==> config.mk <==
export PLATFORM = sky130hd
export DESIGN_NAME = freecell_top
export DESIGN_NICKNAME = d
export VERILOG_FILES = /design/src/freecell_pkg.sv /design/src/freecell_top.sv /design/src/move_engine.sv /design/src/cell_store.sv /design/src/tableau_store.sv /design/src/rule_regs.sv
export SDC_FILE = /design/constraint.sdc
export NUM_CORES = 2
export LEC_CHECK = 0
export BUFFER_PORTS_ARGS = -buffer_cell sky130_fd_sc_hd__buf_4
export CAP_MARGIN = 40
export CORE_ASPECT_RATIO = 1.2
export CORE_MARGIN = 10
export CORE_UTILIZATION = 40
export CTS_CLUSTER_SIZE = 30
export DETAILED_ROUTE_END_ITERATION = 16
export PLACE_DENSITY_LB_ADDON = 0.1
export SLEW_MARGIN = 40
export SYNTH_ARGS = -nofsm -noshare
export SYNTH_HDL_FRONTEND = slang
export SYNTH_SLANG_ARGS = --single-unit
==> constraint.sdc <==
create_clock -name clock -period 12.7 [get_ports clock]
set_input_delay 2.54 -clock clock [delete_from_list [all_inputs] [get_ports clock]]
set_output_delay 2.54 -clock clock [all_outputs]
set_load 0.005 [all_outputs]
==> src/freecell_pkg.sv <==
package freecell_pkg;

    typedef enum logic [1:0] {
        HEARTS   = 2'd0,
        SPADES   = 2'd1,
        CLUBS    = 2'd2,
        DIAMONDS = 2'd3
    } suit_t;

    // Rank 0 marks an empty slot
    typedef logic [3:0] rank_t;

    typedef struct packed {
        suit_t suit;
        rank_t rank;
    } card_t;

    // 0..7 column, 8..11 free cell, 12..15 home pile by suit
    typedef logic [3:0] loc_t;

    typedef logic [15:0] count_t;
    typedef logic [4:0]  depth_t;
    typedef logic [2:0]  cell_limit_t;

    localparam int NUM_COLS  = 8;
    localparam int COL_DEPTH = 20;
    localparam int NUM_CELLS = 4;

    localparam rank_t RANK_KING  = 4'd13;
    localparam card_t EMPTY_CARD = '0;

    function automatic logic is_red(input suit_t suit);
        return (suit == HEARTS) || (suit == DIAMONDS);
    endfunction

    function automatic logic loc_is_col(input loc_t loc);
        return !loc[3];
    endfunction

    function automatic logic loc_is_cell(input loc_t loc);
        return loc[3:2] == 2'b10;
    endfunction

    function automatic logic loc_is_home(input loc_t loc);
        return loc[3:2] == 2'b11;
    endfunction

    // Column number, cell number or suit, depending on the location kind
    function automatic logic [2:0] loc_index(input loc_t loc);
        return loc[3] ? {1'b0, loc[1:0]} : loc[2:0];
    endfunction

endpackage
==> src/freecell_top.sv <==
`timescale 1ns/1ps

module freecell_top
    import freecell_pkg::*;
(
    input  logic       clock,
    input  logic       arst_n,
    input  logic       cfg_write,
    input  logic [2:0] cfg_cells,
    input  logic       cfg_empty_any,
    input  logic       deal_valid,
    input  logic [2:0] deal_col,
    input  card_t      deal_card,
    input  logic       move_valid,
    input  loc_t       move_src,
    input  loc_t       move_dst,
    input  loc_t       view_loc,
    output logic       move_done,
    output logic       move_ok,
    output logic       win,
    output card_t      view_card,
    output count_t     accepted_count,
    output count_t     rejected_count
);

    cell_limit_t cell_limit;
    logic        empty_any;

    logic        col_push, col_pop;
    logic [2:0]  push_col, pop_col;
    card_t       push_card;
    logic [2:0]  read_col_a, read_col_b;
    card_t       col_top_a, col_top_b, view_col_top;
    depth_t      col_depth_b;

    logic        cell_write, cell_clear, home_write, all_kings;
    logic [1:0]  write_index, clear_index;
    card_t       write_card;
    loc_t        read_loc_a, read_loc_b;
    card_t       cell_card_a, cell_card_b, view_cell_card;

    rule_regs u_rules (
        .clock, .arst_n, .cfg_write, .cfg_cells, .cfg_empty_any,
        .move_done, .move_ok, .cell_limit, .empty_any,
        .accepted_count, .rejected_count
    );

    move_engine u_engine (
        .clock, .arst_n, .move_valid, .move_src, .move_dst,
        .deal_valid, .deal_col, .deal_card, .cell_limit, .empty_any,
        .col_top_a, .col_top_b, .col_depth_b, .cell_card_a, .cell_card_b,
        .all_kings, .view_loc, .view_col_top, .view_cell_card,
        .col_push, .col_pop, .push_col, .pop_col, .push_card,
        .cell_write, .cell_clear, .home_write, .write_index, .clear_index,
        .write_card, .read_col_a, .read_col_b, .read_loc_a, .read_loc_b,
        .move_done, .move_ok, .win, .view_card
    );

    // Both stores see the view location, the engine picks the answer
    tableau_store u_tableau (
        .clock, .arst_n, .col_push, .push_col, .push_card, .col_pop, .pop_col,
        .read_col_a, .read_col_b, .view_col(view_loc[2:0]),
        .top_a(col_top_a), .top_b(col_top_b), .depth_b(col_depth_b),
        .view_top(view_col_top)
    );

    cell_store u_cells (
        .clock, .arst_n, .cell_write, .cell_clear, .home_write,
        .write_index, .clear_index, .write_card,
        .read_loc_a, .read_loc_b, .view_loc,
        .card_a(cell_card_a), .card_b(cell_card_b),
        .view_card(view_cell_card), .all_kings
    );

endmodule

==> src/move_engine.sv <==
`timescale 1ns/1ps

module move_engine
    import freecell_pkg::*;
(
    input  logic        clock,
    input  logic        arst_n,
    input  logic        move_valid,
    input  loc_t        move_src,
    input  loc_t        move_dst,
    input  logic        deal_valid,
    input  logic [2:0]  deal_col,
    input  card_t       deal_card,
    input  cell_limit_t cell_limit,
    input  logic        empty_any,
    input  card_t       col_top_a,
    input  card_t       col_top_b,
    input  depth_t      col_depth_b,
    input  card_t       cell_card_a,
    input  card_t       cell_card_b,
    input  logic        all_kings,
    input  loc_t        view_loc,
    input  card_t       view_col_top,
    input  card_t       view_cell_card,
    output logic        col_push,
    output logic        col_pop,
    output logic [2:0]  push_col,
    output logic [2:0]  pop_col,
    output card_t       push_card,
    output logic        cell_write,
    output logic        cell_clear,
    output logic        home_write,
    output logic [1:0]  write_index,
    output logic [1:0]  clear_index,
    output card_t       write_card,
    output logic [2:0]  read_col_a,
    output logic [2:0]  read_col_b,
    output loc_t        read_loc_a,
    output loc_t        read_loc_b,
    output logic        move_done,
    output logic        move_ok,
    output logic        win,
    output card_t       view_card
);

    logic        pending;
    logic        is_move;
    loc_t        src_q;
    loc_t        dst_q;
    card_t       card_q;
    cell_limit_t limit_q;
    logic        any_q;

    card_t       src_card;
    card_t       dst_card;
    logic        legal;
    logic        deal_fits;
    logic        commit;

    always_ff @(posedge clock or negedge arst_n) begin
        if (!arst_n) begin
            pending <= 1'b0;
            is_move <= 1'b0;
        end else begin
            pending <= move_valid || deal_valid;
            is_move <= move_valid;
        end
    end

    // Rule options are captured with the move, so a write on the same edge waits
    always_ff @(posedge clock) begin
        if (move_valid) begin
            src_q   <= move_src;
            dst_q   <= move_dst;
            limit_q <= cell_limit;
            any_q   <= empty_any;
        end else if (deal_valid) begin
            dst_q  <= {1'b0, deal_col};
            card_q <= deal_card;
        end
    end

    assign read_col_a = loc_index(src_q);
    assign read_col_b = loc_index(dst_q);
    assign read_loc_a = src_q;
    assign read_loc_b = dst_q;

    assign src_card = loc_is_col(src_q) ? col_top_a : cell_card_a;
    assign dst_card = loc_is_col(dst_q) ? col_top_b : cell_card_b;

    always_comb begin
        legal = 1'b0;
        if (!win && !loc_is_home(src_q) && src_card.rank != '0 && src_q != dst_q) begin
            if (loc_is_cell(dst_q))
                legal = (dst_card.rank == '0) && (loc_index(dst_q) < limit_q);
            else if (loc_is_home(dst_q))
                // Empty pile reads rank 0, so only an ace fits there
                legal = (src_card.suit == suit_t'(dst_q[1:0]))
                     && (src_card.rank == dst_card.rank + 4'd1);
            else if (dst_card.rank != '0)
                legal = (is_red(src_card.suit) != is_red(dst_card.suit))
                     && (src_card.rank + 4'd1 == dst_card.rank)
                     && (col_depth_b < 5'(COL_DEPTH));
            else
                legal = any_q || (src_card.rank == RANK_KING);
        end
    end

    // Deals skip the rules but never overflow a column
    assign deal_fits = col_depth_b < 5'(COL_DEPTH);
    assign commit    = pending && is_move && legal;

    assign col_push    = is_move ? (commit && loc_is_col(dst_q)) : (pending && deal_fits);
    assign push_col    = loc_index(dst_q);
    assign push_card   = is_move ? src_card : card_q;
    assign col_pop     = commit && loc_is_col(src_q);
    assign pop_col     = loc_index(src_q);
    assign cell_write  = commit && loc_is_cell(dst_q);
    assign home_write  = commit && loc_is_home(dst_q);
    assign write_index = dst_q[1:0];
    assign write_card  = src_card;
    assign cell_clear  = commit && loc_is_cell(src_q);
    assign clear_index = src_q[1:0];

    // Result shows one cycle after the commit edge; win follows the home tops
    always_ff @(posedge clock or negedge arst_n) begin
        if (!arst_n) begin
            move_done <= 1'b0;
            move_ok   <= 1'b0;
            win       <= 1'b0;
        end else begin
            move_done <= pending && is_move;
            move_ok   <= commit;
            win       <= win || all_kings;
        end
    end

    assign view_card = loc_is_col(view_loc) ? view_col_top : view_cell_card;

    one_in_flight: assert property (@(posedge clock) disable iff (!arst_n)
        pending |-> !(move_valid || deal_valid));

endmodule

==> src/cell_store.sv <==
`timescale 1ns/1ps

module cell_store
    import freecell_pkg::*;
(
    input  logic       clock,
    input  logic       arst_n,
    input  logic       cell_write,
    input  logic       cell_clear,
    input  logic       home_write,
    input  logic [1:0] write_index,
    input  logic [1:0] clear_index,
    input  card_t      write_card,
    input  loc_t       read_loc_a,
    input  loc_t       read_loc_b,
    input  loc_t       view_loc,
    output card_t      card_a,
    output card_t      card_b,
    output card_t      view_card,
    output logic       all_kings
);

    card_t cells     [NUM_CELLS];
    rank_t home_rank [4];

    // Home piles keep only their top rank and take the suit from the pile index
    function automatic card_t read_loc(input loc_t loc);
        logic [1:0] idx;
        idx = loc[1:0];
        if (loc_is_cell(loc))
            return cells[idx];
        if (loc_is_home(loc) && home_rank[idx] != '0)
            return '{suit: suit_t'(idx), rank: home_rank[idx]};
        return EMPTY_CARD;
    endfunction

    always_comb begin
        card_a    = read_loc(read_loc_a);
        card_b    = read_loc(read_loc_b);
        view_card = read_loc(view_loc);
        all_kings = 1'b1;
        for (int s = 0; s < 4; s++)
            all_kings &= (home_rank[s] == RANK_KING);
    end

    // A cell-to-cell move writes one cell and clears another on the same edge
    always_ff @(posedge clock or negedge arst_n) begin
        if (!arst_n) begin
            for (int i = 0; i < NUM_CELLS; i++)
                cells[i] <= EMPTY_CARD;
            for (int s = 0; s < 4; s++)
                home_rank[s] <= '0;
        end else begin
            if (cell_clear)
                cells[clear_index] <= EMPTY_CARD;
            if (cell_write)
                cells[write_index] <= write_card;
            if (home_write)
                home_rank[write_index] <= write_card.rank;
        end
    end

endmodule

==> src/tableau_store.sv <==
`timescale 1ns/1ps

module tableau_store
    import freecell_pkg::*;
(
    input  logic       clock,
    input  logic       arst_n,
    input  logic       col_push,
    input  logic [2:0] push_col,
    input  card_t      push_card,
    input  logic       col_pop,
    input  logic [2:0] pop_col,
    input  logic [2:0] read_col_a,
    input  logic [2:0] read_col_b,
    input  logic [2:0] view_col,
    output card_t      top_a,
    output card_t      top_b,
    output depth_t     depth_b,
    output card_t      view_top
);

    card_t  stack [NUM_COLS][COL_DEPTH];
    depth_t depth [NUM_COLS];

    // Card just below the depth pointer, empty for a bare column
    function automatic card_t top_of(input logic [2:0] col);
        if (depth[col] == '0)
            return EMPTY_CARD;
        return stack[col][depth[col] - 1'b1];
    endfunction

    always_comb begin
        top_a    = top_of(read_col_a);
        top_b    = top_of(read_col_b);
        view_top = top_of(view_col);
        depth_b  = depth[read_col_b];
    end

    // Slot contents are only meaningful below the depth pointer
    always_ff @(posedge clock) begin
        if (col_push)
            stack[push_col][depth[push_col]] <= push_card;
    end

    // Push and pop come from different columns within one move
    always_ff @(posedge clock or negedge arst_n) begin
        if (!arst_n) begin
            for (int c = 0; c < NUM_COLS; c++)
                depth[c] <= '0;
        end else begin
            if (col_push)
                depth[push_col] <= depth[push_col] + 1'b1;
            if (col_pop)
                depth[pop_col] <= depth[pop_col] - 1'b1;
        end
    end

    push_not_full: assert property (@(posedge clock) disable iff (!arst_n)
        col_push |-> depth[push_col] < 5'(COL_DEPTH));

    pop_not_empty: assert property (@(posedge clock) disable iff (!arst_n)
        col_pop |-> depth[pop_col] != '0);

endmodule

==> src/rule_regs.sv <==
`timescale 1ns/1ps

module rule_regs
    import freecell_pkg::*;
(
    input  logic        clock,
    input  logic        arst_n,
    input  logic        cfg_write,
    input  logic [2:0]  cfg_cells,
    input  logic        cfg_empty_any,
    input  logic        move_done,
    input  logic        move_ok,
    output cell_limit_t cell_limit,
    output logic        empty_any,
    output count_t      accepted_count,
    output count_t      rejected_count
);

    cell_limit_t cells_clamped;

    // Keep at least one usable cell and no more than exist
    always_comb begin
        if (cfg_cells == 3'd0)
            cells_clamped = 3'd1;
        else if (cfg_cells > 3'(NUM_CELLS))
            cells_clamped = 3'(NUM_CELLS);
        else
            cells_clamped = cfg_cells;
    end

    always_ff @(posedge clock or negedge arst_n) begin
        if (!arst_n) begin
            cell_limit <= 3'(NUM_CELLS);
            empty_any  <= 1'b1;
        end else if (cfg_write) begin
            cell_limit <= cells_clamped;
            empty_any  <= cfg_empty_any;
        end
    end

    // Result counters fed by the engine's one-cycle result strobe
    always_ff @(posedge clock or negedge arst_n) begin
        if (!arst_n) begin
            accepted_count <= '0;
            rejected_count <= '0;
        end else if (move_done) begin
            if (move_ok)
                accepted_count <= accepted_count + 1'b1;
            else
                rejected_count <= rejected_count + 1'b1;
        end
    end

    ok_needs_done: assert property (@(posedge clock) disable iff (!arst_n)
        move_ok |-> move_done);

endmodule

## Yosys cells after proc, flatten, opt, wreduce, memory -nomap -nowiden

Memory sizes are Yosys's and may differ from the RTL's.
Index checks and enable logic that the tools add are counted.
W data, S select, Z words.

| storage, ports and cells | value |
|---|---|
| register bits after elaboration | 139 |
| RAM bits | 960 |
| bits of input ports | 30 |
| output and inout port bits | 41 |
| logic and storage cells | 248 |
| memories | 1 |

Memory list:

| name | words | bits a word | rd ports | clocked after Yosys merged registers in | wr ports | line | text |
|---|---|---|---|---|---|---|---|
| u_tableau.stack | 8 | 120 | 3 | 0 | 1 | tableau_store.sv:22 | `card_t stack [NUM_COLS][COL_DEPTH];` |

| operators by class | value |
|---|---|
| add/sub/neg operators | 8 |
| order comparisons | 18 |
| eq/ne operators | 18 |
| multiplexer cells | 103 |
| bitwise operators | 17 |
| reductions and logical operators | 48 |

Operators with widths:

| cell | count |
|---|---|
| $mux W6 | 37 |
| $mux W120 | 1 |
| $bmux W6 S5 | 3 |
| $bwmux W40 | 2 |
| $mux W40 | 2 |
| $mux W24 | 2 |
| $bmux W5 S3 | 3 |
| $mux W5 | 8 |
| $bmux W6 S2 | 3 |
| $mux W4 | 9 |
| $add A16 B1 Y16 const B | 2 |
| $demux W5 S3 | 2 |
| $demux W6 S5 | 1 |
| $and A24 B24 Y24 | 1 |
| $bmux W4 S2 | 3 |
| $bwmux W24 | 1 |
| $demux W6 S2 | 2 |
| $ge A6 B6 Y1 const B | 4 |
| $not A24 Y24 | 1 |
| $not A5 Y6 | 4 |
| $logic_and A1 B1 Y1 | 23 |
| $eq A4 B4 Y1 const B | 5 |
| $reduce_bool A4 Y1 | 5 |
| $mux W1 | 18 |
| other kinds (31) | 70 |

## Depth between registers and ports, before layout

| depth | value |
|---|---|
| depth after elaboration | 27 |
| depth in mapped cells | 32 |
| gate-level depth less buffers | 21 |

## Hierarchy

Synthesis repeated with hierarchy kept, for this count alone.

| second synthesis, totals | value |
|---|---|
| cells, all modules | 3835 |
| area, all modules | 62673.9 um^2 |

Modules (own cells, without submodules):

| module | times used | cells each | area each (um^2) | seq. area each (um^2) |
|---|---|---|---|---|
| tableau_store | 1 | 3345 | 56659.3 | 29828.6 |
| cell_store | 1 | 201 | 2740.1 | 1001.0 |
| move_engine | 1 | 160 | 1700.4 | 665.6 |
| rule_regs | 1 | 129 | 1574.0 | 903.4 |

## Least setup slack after synthesis

Ideal clock, no wire load.

| timing | value |
|---|---|
| path kind | register -> register |
| start | register u_engine.src_q[0] (netlist: u_engine.read_loc_a[0]) |
| end | memory u_tableau.stack[0][100] in the netlist's numbering, data pin |
| setup time | 1063 ps |
| arrival | 8278 ps |
| data required time | 11637 ps |
| setup slack | 3359 ps |
| cell stages (with the launch flop) | 19 |
| path buffers | 8 |
| period minus slack after synthesis | 9341 ps |
| cells stage by stage | edfxtp_1 > buf_6 > buf_6 > o211a_1 > nor4_4 > inv_2 > buf_6 > buf_4 > buf_6 > clkbuf_1 > ha_1 > clkbuf_1 > clkbuf_1 > nor2_1 > nand3_1 > a21oi_1 > o41ai_1 > a41oi_2 > a21oi_1 |

RTL lines:

| item | line | text |
|---|---|---|
| from (decl) | move_engine.sv:48 | `loc_t src_q;` |
| from (signal assigned) | move_engine.sv:73 | `src_q <= move_src;` |
| to (decl) | tableau_store.sv:22 |  |

==> flow_summary.json <==
{
  "post-cts-setup-buffers": 0,
  "cts-buffers-inserted": 119,
  "vias": 41973,
  "endpoint_kind": "output pin",
  "core-area_um2": 156000,
  "wire_per_inst_um": 42.7,
  "setup_viol": 0,
  "internal_power_mw": 8.44,
  "drive_above_1_share_pct": 35.9,
  "critPathSlowestCell": "buf_4",
  "status": "finished clean",
  "placed_cells": 5773,
  "die_y_um": 454,
  "io_pins": 71,
  "worst-endpoint-required_ns": 10.16,
  "power_density_nw_per_um2": 200,
  "first_global_vias": 40817,
  "synth_edf_count": 978,
  "cp_max_fo": 43,
  "rsz0062_at_grt": "no",
  "cts_tree": "built",
  "fill_cells": 13658,
  "ys_seq_area_share_pct": 51.5,
  "worst_pin_slew_ns": 0.992,
  "synthMuxAreaShare_pct": 34.1,
  "max_slew_margin_pct": 33.3,
  "grt_pass1_wl_mm": 354,
  "fin_util_pct": 44.8,
  "multi_input_area_um2": 28800,
  "clkSinkCount": 1099,
  "whs_endpoint": "u_engine.limit_q[0]",
  "syn_nets": 3848,
  "ant_nets": 0,
  "gp_congestion": 1.00,
  "firstDrtPassIters": 8,
  "clock_power_share_pct": 26.9,
  "timing.rr.start": "u_engine.read_loc_a[1]",
  "path_cells": "buf_8 -> buf_16 -> mux4_2 -> mux2i_4 -> buf_4 -> buf_4 -> mux4_2 -> mux4_2 -> nand2_1 -> o21ai_0 -> a22o_1 -> buf_4",
  "reg2reg_setup_slack_ns": 3.04,
  "postSynthAreaPerCell_um2": 16.5,
  "swShare_pct": 39.9,
  "area_growth_syn_to_layout_pct": 11.4,
  "worst_path_largest_cell_delay_ns": 0.79,
  "hold-path-cell-count": 0,
  "r2r-end": "u_tableau.stack[3][55]",
  "crit_type": "input pin to output pin",
  "max-clock-path-buffers": 3,
  "yosys-top-cells-count": "edfxtp_1, mux4_2, nand2_1, mux2i_1, nor2_1",
  "clk_pin_slew_ns": 0.06,
  "hold_class": "flip-flop to flip-flop",
  "dieArea_um2": 174000,
  "period_needed_ns": 10.09,
  "fmax_mhz": 99.1,
  "ys_types": 103,
  "slew_violations": 0,
  "antenna_found_initial": 15,
  "htree_levels": 3,
  "start_kind": "input pin",
  "initial_core_util_pct": 40.2,
  "vias_per_cell": 6.98,
  "grt_usage_pct": 29.1,
  "synthAdderAreaFrac_pct": 0.318,
  "reg2reg_depth": 23,
  "synth_compound_area_share_pct": 3.97,
  "fin_setup_tns_ns": 0,
  "yosysMostFrequentCell": "edfxtp_1",
  "synthXorXnorAreaFrac_pct": 0.805,
  "hold_viol_final": 0,
  "async_reset_ff_share_pct": 11.0,
  "die_x_um": 382,
  "portBuffers": 70,
  "grt_max_degree": 145,
  "cts_resized": 0,
  "fin_skew_ns": 0.0388,
  "cts_hold_buf": 0,
  "synth_top_cells_by_area": "edfxtp_1, mux4_2, dfrtp_1",
  "combPwrFrac_pct": 39.3,
  "fin_nets": 3851,
  "layout.area.seq_um2": 32400,
  "cts_root_buf": "clkbuf_16",
  "synth.largest_area_cell": "edfxtp_1",
  "rows": 159,
  "drt_iter0_drc": 5992,
  "leakage_nw": 22.8,
  "worst_ep_arrival_time_ns": 7.55,
  "synth_top_family_by_area": "multiplexers",
  "maxCapViolCount": 0,
  "yosys.area_share.simple_pct": 6.04,
  "synth-main-ff-cell": "edfxtp_1",
  "finalCritPeriodShare_pct": 79.5,
  "p_switching_mw": 5.59,
  "seqPwrFrac_pct": 33.9,
  "drc": 0,
  "instances_no_fill": 6010,
  "synth_area_um2": 62900,
  "synthCells": 3802,
  "synth_top_area_share_pct": 46.7,
  "min_from": "u_rules.cell_limit[0]",
  "synth_warnings": 0,
  "clock_latency_ns": 0.80,
  "ir_drop_mv": 0.133,
  "synth_seq_cells": 1099,
  "wl_mm": 257,
  "hpwl_mm": 177,
  "grt_remaining_overflow": 0
}
==> worst max-delay path by stage <==
stage	start	endpoint	slack (ns)	depth (start not counted)
after floorplan	u_engine.read_loc_a[0]	u_tableau.stack[0][100]	3.36	18
after global placement	view_loc[0]	view_card[4]	2.71	11
after detailed placement	view_loc[0]	view_card[2]	2.75	12
after CTS	view_loc[0]	view_card[1]	2.74	12
after global routing	view_loc[0]	view_card[0]	2.62	12
final	view_loc[0]	view_card[5]	2.61	12
==> sequential cells by signal, summed over array words and instances, names as in the netlist, 3 cells and up <==
signal	cells
u_engine.card_q	6
u_tableau.depth	40
u_rules.rejected_count	16
u_rules.accepted_count	16
u_rules.cell_limit	3
u_engine.limit_q	3
u_tableau.stack	960
u_engine.read_loc_b	4
u_engine.read_loc_a	4
u_cells.home_rank	16
u_cells.cells	24
==> per-stage QoR <==
| step | setup WS (ns) | total power, mW | hold WS, ns | area (um2) |
|---|---|---|---|---|
| 2_1_floorplan | 3.36 | 7.66 | 0.421 | 62900 |
| 3_3_place_gp | 2.71 | 10.1 | 0.445 | 65500 |
| 3_5_place_dp | 2.75 | 10.1 | 0.443 | 65800 |
| 4_1_cts | 2.74 | 13.9 | 0.477 | 70000 |
| 5_1_grt | 2.62 | 14.3 | 0.491 | 70100 |
| 6_report | 2.61 | 14.0 | 0.468 | 70100 |
==> kinds of logic after synthesis <==
group | count (synthesis)
AO/OA/AOI/OAI | 331
multiplexers | 1076
adder cells (fa/ha/maj) | 16
XOR/XNOR | 57
flip-flops | 1099
buffers and inverters | 403
AND/OR/NAND/NOR | 820
==> area by class of cell <==
type,count,area share [%]
multi-input cells,2300,41.1
well taps,2093,3.73
flip-flops and latches,1099,46.2
clock buffers,128,4.33
repair buffers,210,2.63
clock inverters,97,1.59
inverters,75,0.414
diodes,8,0.0286
==> routing by layer <==
layer	GRT usage, %	part of all wire [%]
met1	38.2	38
met2	44.8	46
met3	6.18	9.6
met4	16.9	6.8
met5	0.193	0.040
==> critical path: cells and delay by family <==
| kind | cells | cell delay [ns] |
|---|---|---|
| compound gates | 2 | 0.81 |
| simple gates | 1 | 0.25 |
| mux | 4 | 1.75 |
| buf+inv | 5 | 2.04 |
==> power by group through the flow <==
stage / Combinational, mW / Clock (mW) / Sequential, mW
floorplan: 2.86 / 0 / 4.80
global placement: 5.25 / 0 / 4.82
detailed placement: 5.31 / 0 / 4.81
CTS: 5.32 / 3.81 / 4.74
global route: 5.58 / 3.95 / 4.76
finish: 5.51 / 3.77 / 4.75
==> placed cells by master (no fill, tap or decap), types with 35 or more instances in the layout <==
master,instances
a21oi_1,37
and3_1,35
buf_4,177
clkbuf_16,120
dfrtp_1,119
edfxtp_1,978
inv_1,70
mux2_2,45
mux2i_1,167
mux4_2,848
nand2_1,328
nand3_1,101
nor2_1,170
nor3_1,37
o21ai_0,38
Power figures use the tool's default switching activity.
